$ cat config.mk
export PLATFORM = sky130hd
export DESIGN_NAME = router_ctrl_reg
export DESIGN_NICKNAME = d
export VERILOG_FILES = /design/src/verilog/noc_alloc_pkg.sv /design/src/verilog/router_ctrl_reg.sv
export VERILOG_INCLUDE_DIRS = /design/src /design/src/include
export SDC_FILE = /design/constraint.sdc
export NUM_CORES = 1
export LEC_CHECK = 0
export ABC_AREA = 1
export BUFFER_PORTS_ARGS = -buffer_cell sky130_fd_sc_hd__buf_2
export CAP_MARGIN = 20
export CORE_AREA = 2 2 165 167
export DETAILED_ROUTE_END_ITERATION = 10
export DIE_AREA = 0 0 167 169
export GPL_ROUTABILITY_DRIVEN = 0
export MAX_ROUTING_LAYER = met4
export SLEW_MARGIN = 10
export SYNTH_ARGS = -nofsm -noshare
export SYNTH_HDL_FRONTEND = slang
export SYNTH_SLANG_ARGS = --single-unit
$ cat constraint.sdc
create_clock -name clock -period 3.9 [get_ports clock]
set_clock_uncertainty 0.15 [all_clocks]
set_input_delay 0.78 -clock clock [delete_from_list [all_inputs] [get_ports clock]]
set_output_delay 0.78 -clock clock [all_outputs]
set_load 0.05 [all_outputs]
$ cat src/include/alloc_defs.svh
// ----------------------------------------------------------
// sizing constants for the 2x2 mesh path allocator
// the route table and router coordinates assume 4 nodes,
// so NUM_NODES and DEST_W are fixed
// ----------------------------------------------------------
`ifndef ALLOC_DEFS_SVH
`define ALLOC_DEFS_SVH

// processor nodes, one router each
`define NUM_NODES 4

// router output ports: processor, west, east, south, north
`define NUM_PORTS 5

// width of an input select code
`define SEL_W 3

// bits of path_free, one per fixed route in the mesh
`define NUM_PATHS 28

// destination node index width
`define DEST_W 2

`endif

$ cat src/verilog/noc_alloc_pkg.sv
// ----------------------------------------------------------
// types shared by the route tables, arbiters and control register
// port and select encodings match the router datapath
// router_sel_t and port_mask_t are indexed by port_e
// ----------------------------------------------------------
`default_nettype none

`include "alloc_defs.svh"

package noc_alloc_pkg;

    localparam int PATH_W = $clog2(`NUM_PATHS);

    // output port index inside one router
    typedef enum logic [2:0]
    {
        PORT_PROC  = 3'd0,
        PORT_WEST  = 3'd1,
        PORT_EAST  = 3'd2,
        PORT_SOUTH = 3'd3,
        PORT_NORTH = 3'd4
    } port_e;

    // which input feeds an output port
    typedef enum logic [`SEL_W-1:0]
    {
        SEL_NORTH = 3'b000,
        SEL_SOUTH = 3'b001,
        SEL_EAST  = 3'b010,
        SEL_WEST  = 3'b011,
        SEL_PROC  = 3'b100
    } sel_e;

    typedef logic [`NUM_PORTS-1:0] port_mask_t;
    typedef port_mask_t [`NUM_NODES-1:0] mesh_mask_t;  // router 0 lowest
    typedef sel_e [`NUM_PORTS-1:0] router_sel_t;

    typedef struct packed
    {
        logic                        valid;
        logic [PATH_W-1:0]           path;   // bit of path_free
        mesh_mask_t                  claim;
        router_sel_t [`NUM_NODES-1:0] sel;
    } route_t;

    typedef struct packed
    {
        logic                        granted;
        mesh_mask_t                  claim;  // zero when not granted
        router_sel_t [`NUM_NODES-1:0] sel;
    } grant_t;

endpackage

`default_nettype wire

$ cat src/verilog/router_ctrl_reg.sv
// ----------------------------------------------------------
// per-router control words from the four grants, registered
// unclaimed ports get select 000 and are inactive
// a circuit lives one cycle, nothing is held across cycles
// ----------------------------------------------------------
`timescale 1ns/1ps
`default_nettype none

`include "alloc_defs.svh"

module router_ctrl_reg (
    input  wire logic                                  clock,
    input  wire logic                                  reset,
    input  wire noc_alloc_pkg::grant_t [`NUM_NODES-1:0] grants,
    output noc_alloc_pkg::router_sel_t [`NUM_NODES-1:0] router_select,
    output noc_alloc_pkg::mesh_mask_t                  router_active,
    output logic [`NUM_NODES-1:0]                      response,
    output noc_alloc_pkg::mesh_mask_t                  port_free
);

    noc_alloc_pkg::mesh_mask_t                   active_next;
    noc_alloc_pkg::router_sel_t [`NUM_NODES-1:0] sel_next;
    noc_alloc_pkg::mesh_mask_t                   overlap;
    logic [`NUM_NODES-1:0]                       granted;

    always_comb
    begin
        active_next = '0;
        overlap = '0;
        sel_next = '0;
        for (int n = 0; n < `NUM_NODES; n++)
        begin
            overlap = overlap | (active_next & grants[n].claim);
            active_next = active_next | grants[n].claim;
            granted[n] = grants[n].granted;
            for (int r = 0; r < `NUM_NODES; r++)
            begin
                for (int p = 0; p < `NUM_PORTS; p++)
                begin
                    if (grants[n].claim[r][p])
                        sel_next[r][p] = grants[n].sel[r][p];
                end
            end
        end
    end

    always_ff @(posedge clock or posedge reset)
    begin
        if (reset)
        begin
            router_active <= '0;
            router_select <= '0;
            response <= '0;
            port_free <= '1;    // all ports free out of reset
        end
        else
        begin
            router_active <= active_next;
            router_select <= sel_next;
            response <= granted;
            port_free <= ~active_next;
        end
    end

    // the arbiter chain must never hand one port to two nodes
    a_claims_disjoint: assert property (
        @(posedge clock) disable iff (reset) overlap == '0
    ) else $error("router ports claimed by more than one grant");

    for (genvar n = 0; n < `NUM_NODES; n++)
    begin : g_grant_chk
        // every route ends on the destination processor port
        a_grant_claims: assert property (
            @(posedge clock) disable iff (reset) grants[n].granted |-> grants[n].claim != '0
        ) else $error("node %0d granted with an empty claim", n);
    end

endmodule

`default_nettype wire

==> flow_metrics.tcl <==
set metrics [dict create \
    status "finished, final reports clean" \
    timing.final.crit_share_pct 52.7 \
    tightest_slew_ps 636 \
    cts_resized 0 \
    hp-class "primary input to asynchronous set/reset pin" \
    clock-sinks 104 \
    first_pass_iters 5 \
    cap_viol_max_count 0 \
    max_freq_mhz 486 \
    worstSetupPathType "flip-flop to primary output" \
    nets 1453 \
    area_delta_synth_final_pct 57.6 \
    synth_area_leaders "dfrtp_1 (42%), nand2_1 (18%), nor2_1 (11%)" \
    grt_pass1_vias 5787 \
    vias_per_cell 4.08 \
    critical_path.max_fanout 1 \
    die_w_um 167 \
    hold_viol_final 0 \
    path_cells "buf_2" \
    num_vias 6021 \
    arrival_ps 1130 \
    rsz0062_at_grt "no" \
    layout-drive-gt1-share_pct 41.3 \
    tns_ps 0 \
    core-area_um2 26500 \
    cts_tree "done" \
    synth-warning-count 0 \
    synth_nets 1012 \
    grt_first_pass_wirelength_um 29800 \
    setup_violations 0 \
    row_count 60 \
    post_cts_buffers 0 \
    cts_buffer_depth 2 \
    holdBufCountCts 0 \
    critPathRequiredTime_ps 2970 \
    dp_hpwl_um 16800 \
    max_stage_delay_ps 520 \
    place.port_buffers 429 \
    p_leak_nw 4.55 \
    io_pins 430 \
    die_h_um 169 \
    htreeDepth 3 \
    synth_area_um2 4990 \
    cts-root-buf "clkbuf_16" \
    grt-ovfl-total 0 \
    final_max_slew_viol_count 0 \
    cpLargestDelayFamily "flip-flops" \
    antenna_found_initial 2 \
    slowest_stage "dfstp_2" \
    fin_ws_ps 1840 \
    endpoint_kind "primary output" \
    cts_made_buffers 9 \
    synth_cell_type_count 8 \
    place_ws_ps 2000 \
    startpoint_type "flip-flop" \
    dieArea_um2 28200 \
    yosys.area.top_type "dfrtp_1" \
    ant_nets 0 \
    grt_use_total_pct 14.0 \
    dp.cells 1457 \
    post-route-drc-count 0 \
    clkTransAtPathRegs_ps 80 \
    max-vdd-ir-drop_uv 158 \
    wl_per_cell_um 13.5 \
    grt_start_max_net_pins 59 \
    syn_area_per_cell_um2 7.27 \
    p_per_area_nw_per_um2 355 \
    ys_seq_elements 104 \
    crit_buf_inv 1 \
    yosys.area.top_type_share_pct 42.2 \
    fillCellCount 2909 \
    maxSlewHeadroom_pct 57.6 \
    period_minus_slack_ps 2060 \
    start_util_pct 18.8 \
    layout.cells.non_filler 1475 \
    syn_inst 686 \
    drt-total-wl_um 19900 \
    ys_seq_area_share_pct 52.7 \
    drt_iter0_drc 225 \
]
==> state kept, by name, indices dropped and copies added (netlist names) <==
name / flops
router_select: 60
router_active: 20
response: 4
port_free: 20
==> final cells by class <==
cell class	count	area, µm²	share of cell area [%]
diodes	2	5.00	0.0637
clock buffers	10	229	2.91
clock inverters	6	41.3	0.525
inverters	61	231	2.95
multi-input cells	521	2130	27.1
flip-flops and latches	104	2630	33.4
well taps	341	427	5.43
repair buffers	430	2170	27.6
==> report_power, final <==
group          internal [mW]  switching, mW  leakage [nW]
clock                  0.438          0.428         0.137
combinational          0.240          0.521          3.26
sequential              1.15         0.0163          1.15
==> metrics by stage <==
step / power [mW] / hold slack, ps / utilization [%] / cell area (µm²)
2_1_floorplan: 1.61 / 661 / - / 4990
3_3_place_gp: 1.95 / 739 / 28.6 / 7580
4_1_cts: 2.85 / 359 / 29.6 / 7850
6_report: 2.79 / 351 / 29.7 / 7860
3_5_place_dp: 1.95 / 740 / 28.6 / 7580
5_1_grt: 2.96 / 359 / 29.7 / 7860
==> logic make-up after synthesis <==
family | after synthesis | synth area share [%]
compound gates | 60 | 6.02
buf+inv | 61 | 4.59
flops | 104 | 52.7
simple gates | 461 | 36.7
==> worst max-delay path by stage <==
stage	end	cells after the start	from	slack, ps
2_1_floorplan	response[0]$_DFF_PP0_	1	reset	270
3_3_place_gp	port_free[17]$_DFF_PP1_	3	reset	2020
3_5_place_dp	port_free[17]$_DFF_PP1_	3	reset	2000
4_1_cts	port_free[12]	1	port_free[12]$_DFF_PP1_	1810
5_1_grt	port_free[12]	1	port_free[12]$_DFF_PP1_	1790
6_report	port_free[12]	1	port_free[12]$_DFF_PP1_	1840
==> synth_stat cells (all sizes together) <==
master / number
a21oi: 60
dfrtp: 84
nand2: 241
nor2: 141
nand3: 79
dfstp: 20
inv: 61
==> cell usage in the layout, fill, tap and decap left out, drive strengths merged <==
| master | synthesis | final |
|---|---|---|
| buf | 0 | 430 |
| nand2 | 241 | 241 |
| nor2 | 141 | 141 |
| dfrtp | 84 | 84 |
| nand3 | 79 | 79 |
| inv | 61 | 64 |
| a21oi | 60 | 60 |
| dfstp | 20 | 20 |
| clkbuf | 0 | 10 |
| clkinv | 0 | 3 |
| diode | 0 | 2 |
==> layer usage <==
layer  GRT usage (%)  up-vias  part of all wire [%]
li1                -     3035                     -
met3            3.27       31                   7.9
met1            16.3     2658                    40
met2            23.4      297                    49
met5               -        -                     0
met4            5.66        0                   2.7
(Power assumes the default switching activity.)
