===== src/include/alloc_defs.svh =====
// ----------------------------------------------------------
// sizing constants for the 2x2 mesh path allocator
// the route table and router coordinates assume 4 nodes,
// so NUM_NODES and DEST_W are fixed
// ----------------------------------------------------------
`ifndef ALLOC_DEFS_SVH
`define ALLOC_DEFS_SVH

// processor nodes, one router each
`define NUM_NODES 4

// router output ports: processor, west, east, south, north
`define NUM_PORTS 5

// width of an input select code
`define SEL_W 3

// bits of path_free, one per fixed route in the mesh
`define NUM_PATHS 28

// destination node index width
`define DEST_W 2

`endif


===== src/verilog/noc_alloc_pkg.sv =====
// ----------------------------------------------------------
// types shared by the route tables, arbiters and control register
// port and select encodings match the router datapath
// router_sel_t and port_mask_t are indexed by port_e
// ----------------------------------------------------------
`default_nettype none

`include "alloc_defs.svh"

package noc_alloc_pkg;

    localparam int PATH_W = $clog2(`NUM_PATHS);

    // output port index inside one router
    typedef enum logic [2:0]
    {
        PORT_PROC  = 3'd0,
        PORT_WEST  = 3'd1,
        PORT_EAST  = 3'd2,
        PORT_SOUTH = 3'd3,
        PORT_NORTH = 3'd4
    } port_e;

    // which input feeds an output port
    typedef enum logic [`SEL_W-1:0]
    {
        SEL_NORTH = 3'b000,
        SEL_SOUTH = 3'b001,
        SEL_EAST  = 3'b010,
        SEL_WEST  = 3'b011,
        SEL_PROC  = 3'b100
    } sel_e;

    typedef logic [`NUM_PORTS-1:0] port_mask_t;
    typedef port_mask_t [`NUM_NODES-1:0] mesh_mask_t;  // router 0 lowest
    typedef sel_e [`NUM_PORTS-1:0] router_sel_t;

    typedef struct packed
    {
        logic                        valid;
        logic [PATH_W-1:0]           path;   // bit of path_free
        mesh_mask_t                  claim;
        router_sel_t [`NUM_NODES-1:0] sel;
    } route_t;

    typedef struct packed
    {
        logic                        granted;
        mesh_mask_t                  claim;  // zero when not granted
        router_sel_t [`NUM_NODES-1:0] sel;
    } grant_t;

endpackage

`default_nettype wire


===== src/verilog/route_if.sv =====
// ----------------------------------------------------------
// primary and alternate route candidates, table to arbiter
// purely combinational, no handshake
// alternate.valid is low for a route to the node itself
// ----------------------------------------------------------
`timescale 1ns/1ps
`default_nettype none

interface route_if;

    noc_alloc_pkg::route_t primary;
    noc_alloc_pkg::route_t alternate;

    // route table side
    modport tbl
    (
        output primary,
        output alternate
    );

    modport arbiter
    (
        input primary,
        input alternate
    );

endinterface

`default_nettype wire


===== src/verilog/path_arbiter.sv =====
// ----------------------------------------------------------
// route choice for one node in the fixed priority chain
// claimed_in holds ports taken by higher-priority nodes
// this cycle; a denied node claims nothing
// ----------------------------------------------------------
`timescale 1ns/1ps
`default_nettype none

`include "alloc_defs.svh"

module path_arbiter (
    input  wire logic                    request,
    route_if.arbiter                     routes,
    input  wire logic [`NUM_PATHS-1:0]   path_free,
    input  wire noc_alloc_pkg::mesh_mask_t claimed_in,
    output noc_alloc_pkg::mesh_mask_t    claimed_out,
    output noc_alloc_pkg::grant_t        grant
);

    logic pri_ok;
    logic alt_ok;

    // free path and no port already taken upstream
    assign pri_ok = request && routes.primary.valid
                    && path_free[routes.primary.path]
                    && ((routes.primary.claim & claimed_in) == '0);

    assign alt_ok = request && routes.alternate.valid
                    && path_free[routes.alternate.path]
                    && ((routes.alternate.claim & claimed_in) == '0);

    always_comb
    begin
        grant = '0;
        if (pri_ok)
        begin
            grant.granted = 1'b1;
            grant.claim = routes.primary.claim;
            grant.sel = routes.primary.sel;
        end
        else if (alt_ok)    // fall back only when the direct route is blocked
        begin
            grant.granted = 1'b1;
            grant.claim = routes.alternate.claim;
            grant.sel = routes.alternate.sel;
        end
    end

    // pass the claims down to the next node
    assign claimed_out = claimed_in | grant.claim;

endmodule

`default_nettype wire


===== src/flat_wrapper.sv =====
// flat-port wrapper written by rule: the top's interface ports become plain ports
module path_arbiter_flat 
  (request, path_free, claimed_in, claimed_out, grant, routes_primary, routes_alternate);
  route_if routes_i ();
  input  wire logic request;
  input  wire logic [`NUM_PATHS-1:0] path_free;
  input  wire noc_alloc_pkg::mesh_mask_t claimed_in;
  output noc_alloc_pkg::mesh_mask_t claimed_out;
  output noc_alloc_pkg::grant_t grant;
  input wire logic [$bits(routes_i.primary)-1:0] routes_primary;
  input wire logic [$bits(routes_i.alternate)-1:0] routes_alternate;
  assign routes_i.primary = routes_primary;
  assign routes_i.alternate = routes_alternate;
  path_arbiter u_core (.request(request), .routes(routes_i), .path_free(path_free), .claimed_in(claimed_in), .claimed_out(claimed_out), .grant(grant));
endmodule

===== config.mk =====
export PLATFORM = sky130hd
export DESIGN_NAME = path_arbiter_flat
export DESIGN_NICKNAME = d
export VERILOG_FILES = /design/src/verilog/noc_alloc_pkg.sv /design/src/verilog/route_if.sv /design/src/verilog/path_arbiter.sv /design/src/flat_wrapper.sv
export VERILOG_INCLUDE_DIRS = /design/src /design/src/include
export SDC_FILE = /design/constraint.sdc
export NUM_CORES = 1
export LEC_CHECK = 0
export BUFFER_PORTS_ARGS = -buffer_cell sky130_fd_sc_hd__buf_2
export CORE_AREA = 2 2 124 126
export DETAILED_ROUTE_END_ITERATION = 8
export DIE_AREA = 0 0 126 128
export GPL_TIMING_DRIVEN = 0
export PLACE_DENSITY = 0.52
export SYNTH_ARGS = -nofsm -noshare
export SYNTH_HDL_FRONTEND = slang
export SYNTH_SLANG_ARGS = --single-unit

===== constraint.sdc =====
create_clock -name vclk -period 2
set_input_delay 0.2 -clock vclk [all_inputs]
set_output_delay 0.2 -clock vclk [all_outputs]
set_load 0.005 [all_outputs]

==> impl_metrics.ini <==
[global_routing]
grt_pass1_wl_um = 26200
track_usage_pct = 19.8
grt_overflow_total = 0
maximum_number_of_pins_on_one_net_before_global_route_repair = 11
grt_antenna_before_repair = 1
first_global_vias = 4804

[detailed_routing]
detail_route.drc_violations = 0
routed_wirelength_um = 18000
drt_first_iter_violations = 467
vias_per_cell = 5.51
final_ant_viol_nets = 0
drt-pass1-iter-count = 7
vias = 5103
wire_per_inst_um = 19.4

[critical_path]
timing.critical_path.fanout_max = 10
timing.critical_path.arrival_ps = 2130
worst-endpoint-required_ps = 1800
setup.worst_path.class = primary input to output pin
type_of_origin_of_the_critical_path = primary input
crit_start = routes_alternate[60]
cp-end-kind = output pin

[outcome]
run_status = finished with violations
failed_checks = negative setup slack

[min_path]
min_to = claimed_out[7]
worstHoldPathType = primary input to output pin
worst_hold_path.num_cells = 4
hp_start = claimed_in[7]

[place]
dpl_cell_area_sq_mm = 0.00490
io_buffer_count = 318
dp_cells = 926
dpl_worst_slack_ps = -935
hpwl_um = 14400
globalplace.congestion = 0.870

[finish]
multi_input_area_sq_mm = 0.00310
fillCellCount = 1660
area_growth_syn_to_layout_pct = 76.4
num_antenna_cells = 0
design_area_sq_mm = 0.00541
num-nets-final = 961
numSequentialCells = 0
post_route_cells_drive_above_1_share_pct = 66.0
clock_buffers = 0
finalCoreUtilization_pct = 36.4
seq_area_sq_um = 0
final_cell_count_no_fill = 926

[run]
max_cap_viol_count = 0

[synth]
most_area_hungry_cell_type_in_the_yosys_netlist = sky130_fd_sc_hd__o31ai_2
synth.area.mux_share_pct = 11.5
sequential_area_share_after_synthesis_pct = 0
syn-mean-instance-area_sq_um = 7.31
synth-compound-area-share_pct = 45.8
netlist_top_cells_area = sky130_fd_sc_hd__o31ai_2 (24%), sky130_fd_sc_hd__nand4_1 (17%), sky130_fd_sc_hd__nand2_1 (11%)
yosys.area_share.simple_pct = 31.3
yosys_warnings = 0
synth_area_in_adders_pct = 0
dominant_combinational_cell_family_by_area_after_synthesis = compound AO/OA/AOI/OAI gates
post_synth_instance_area_sq_mm = 0.00307
synth_xor_area_share_pct = 0
yosysTopAreaCellShare_pct = 24.5
post_synth_num_cell_types = 27
syn-instance-count = 420
synth_fp_nets = 641

[power]
power_leakage_nw = 2.60
power_per_cell_area_mw_per_mm2 = 153
worst_vdd_ir_mv = 0.0769

[die]
dieHeight_um = 128
start_util_pct = 20.6
boundaryPins = 322
num_rows = 45
floorplan.core_area_sq_mm = 0.0149
die_footprint_sq_mm = 0.0161
die_w_um = 126

[timing]
fin_crit_ps = 2330
rsz0062_at_grt = true
relSlewSlack_pct = 64.8
finalMaxSlewViolations = 0
layout_worst_path_cycle_share_pct = 116
setup_viol_count_final = 101
achievable-frequency_mhz = 430
final_hold_viol_count = 0
timing.final.ws_setup_ps = -327
max_slew.worst_pin.slew_ps = 529

[clocking]
hold_buffers = 0
==> cells by family after synthesis <==
family,Yosys count
AND/OR/NAND/NOR,191
multiplexers,20
AO/OA/AOI/OAI,142
buffers and inverters,67
==> worst max-delay path, cell delays in order <==
cell                       delay (ps)
sky130_fd_sc_hd__buf_2            120
sky130_fd_sc_hd__a222oi_1         340
sky130_fd_sc_hd__nand3_1          190
sky130_fd_sc_hd__nor4_4           320
sky130_fd_sc_hd__nand3_1          140
sky130_fd_sc_hd__buf_6            190
sky130_fd_sc_hd__buf_4            200
sky130_fd_sc_hd__o31ai_2          260
sky130_fd_sc_hd__buf_2            160
==> repair_timing <==
item                                    in CTS  in global routing
setup buffers                                0                  0
resized for setup                           88                 45
gates cloned                                 0                  0
endpoints found under the setup margin     101                101
pin swaps                                    3                  1
==> synth_stat cells, drive strengths merged (2+ instances only) <==
cell    number
and2         2
nor4         2
mux2i        6
a41oi       20
a222oi       2
o31ai      100
clkbuf      38
nand2       90
nor2         2
nand3b       2
mux2         2
buf         29
nor2b        2
mux4        12
a22oi       17
nand3        5
nand4       83
==> how the worst max path moves through the flow <==
| stage | to | slack, ps | depth (start not counted) |
|---|---|---|---|
| 4_1_cts | grant[37] | -400 | 9 |
| 6_report | claimed_out[18] | -330 | 9 |
| 5_1_grt | claimed_out[15] | -430 | 9 |
| 3_5_place_dp | claimed_out[18] | -930 | 9 |
| 2_1_floorplan | claimed_out[0] | 20 | 8 |
| 3_3_place_gp | claimed_out[16] | -970 | 9 |
==> final cells by class <==
type / count / area share [%]
Multi-Input combinational cell: 353 / 57.3
Buffer: 67 / 8.97
Timing Repair Buffer: 318 / 29.4
Tap cell: 188 / 4.35
==> metal layers <==
metal  global-route usage, %  vias up  part of all wire, %
met3                    2.55       36                  7.9
li1                        -     2379                    -
met5                       0        -                0.083
met4                    2.97        2                  2.0
met2                    34.0      271                   49
met1                    27.3     2415                   41
==> layout by cell type, fill, tap and decap left out, types with 3 or more instances in the layout <==
master	netlist	layout
sky130_fd_sc_hd__mux2i_1	6	6
sky130_fd_sc_hd__buf_4	1	9
sky130_fd_sc_hd__buf_6	11	15
sky130_fd_sc_hd__clkbuf_2	0	13
sky130_fd_sc_hd__a22oi_1	17	16
sky130_fd_sc_hd__nand4_1	83	83
sky130_fd_sc_hd__clkbuf_8	0	3
sky130_fd_sc_hd__o31ai_2	60	76
sky130_fd_sc_hd__buf_1	7	6
sky130_fd_sc_hd__a41oi_2	0	4
sky130_fd_sc_hd__a41oi_1	20	15
sky130_fd_sc_hd__nand3_1	5	4
sky130_fd_sc_hd__o31ai_4	0	14
sky130_fd_sc_hd__o31ai_1	40	10
sky130_fd_sc_hd__mux4_2	12	12
sky130_fd_sc_hd__buf_2	10	327
sky130_fd_sc_hd__clkbuf_1	38	8
sky130_fd_sc_hd__nand2_1	90	90
==> stage by stage <==
stage	hold WS, ps	setup TNS (ps)	total power (W)
6_report	713	-27120	0.000826
5_1_grt	730	-38280	0.000896
4_1_cts	711	-34400	0.000790
3_5_place_dp	712	-84690	0.000748
3_3_place_gp	710	-84920	0.000753
2_1_floorplan	487	0	0.000359
==> power by group <==
| part | leakage, nW | internal [W] | switching, W |
|---|---|---|---|
| clock | 0 | 0 | 0 |
| sequential | 0 | 0 | 0 |
| combinational | 2.60 | 0.000338 | 0.000488 |
No activity file was read; power rests on OpenSTA's default activity.
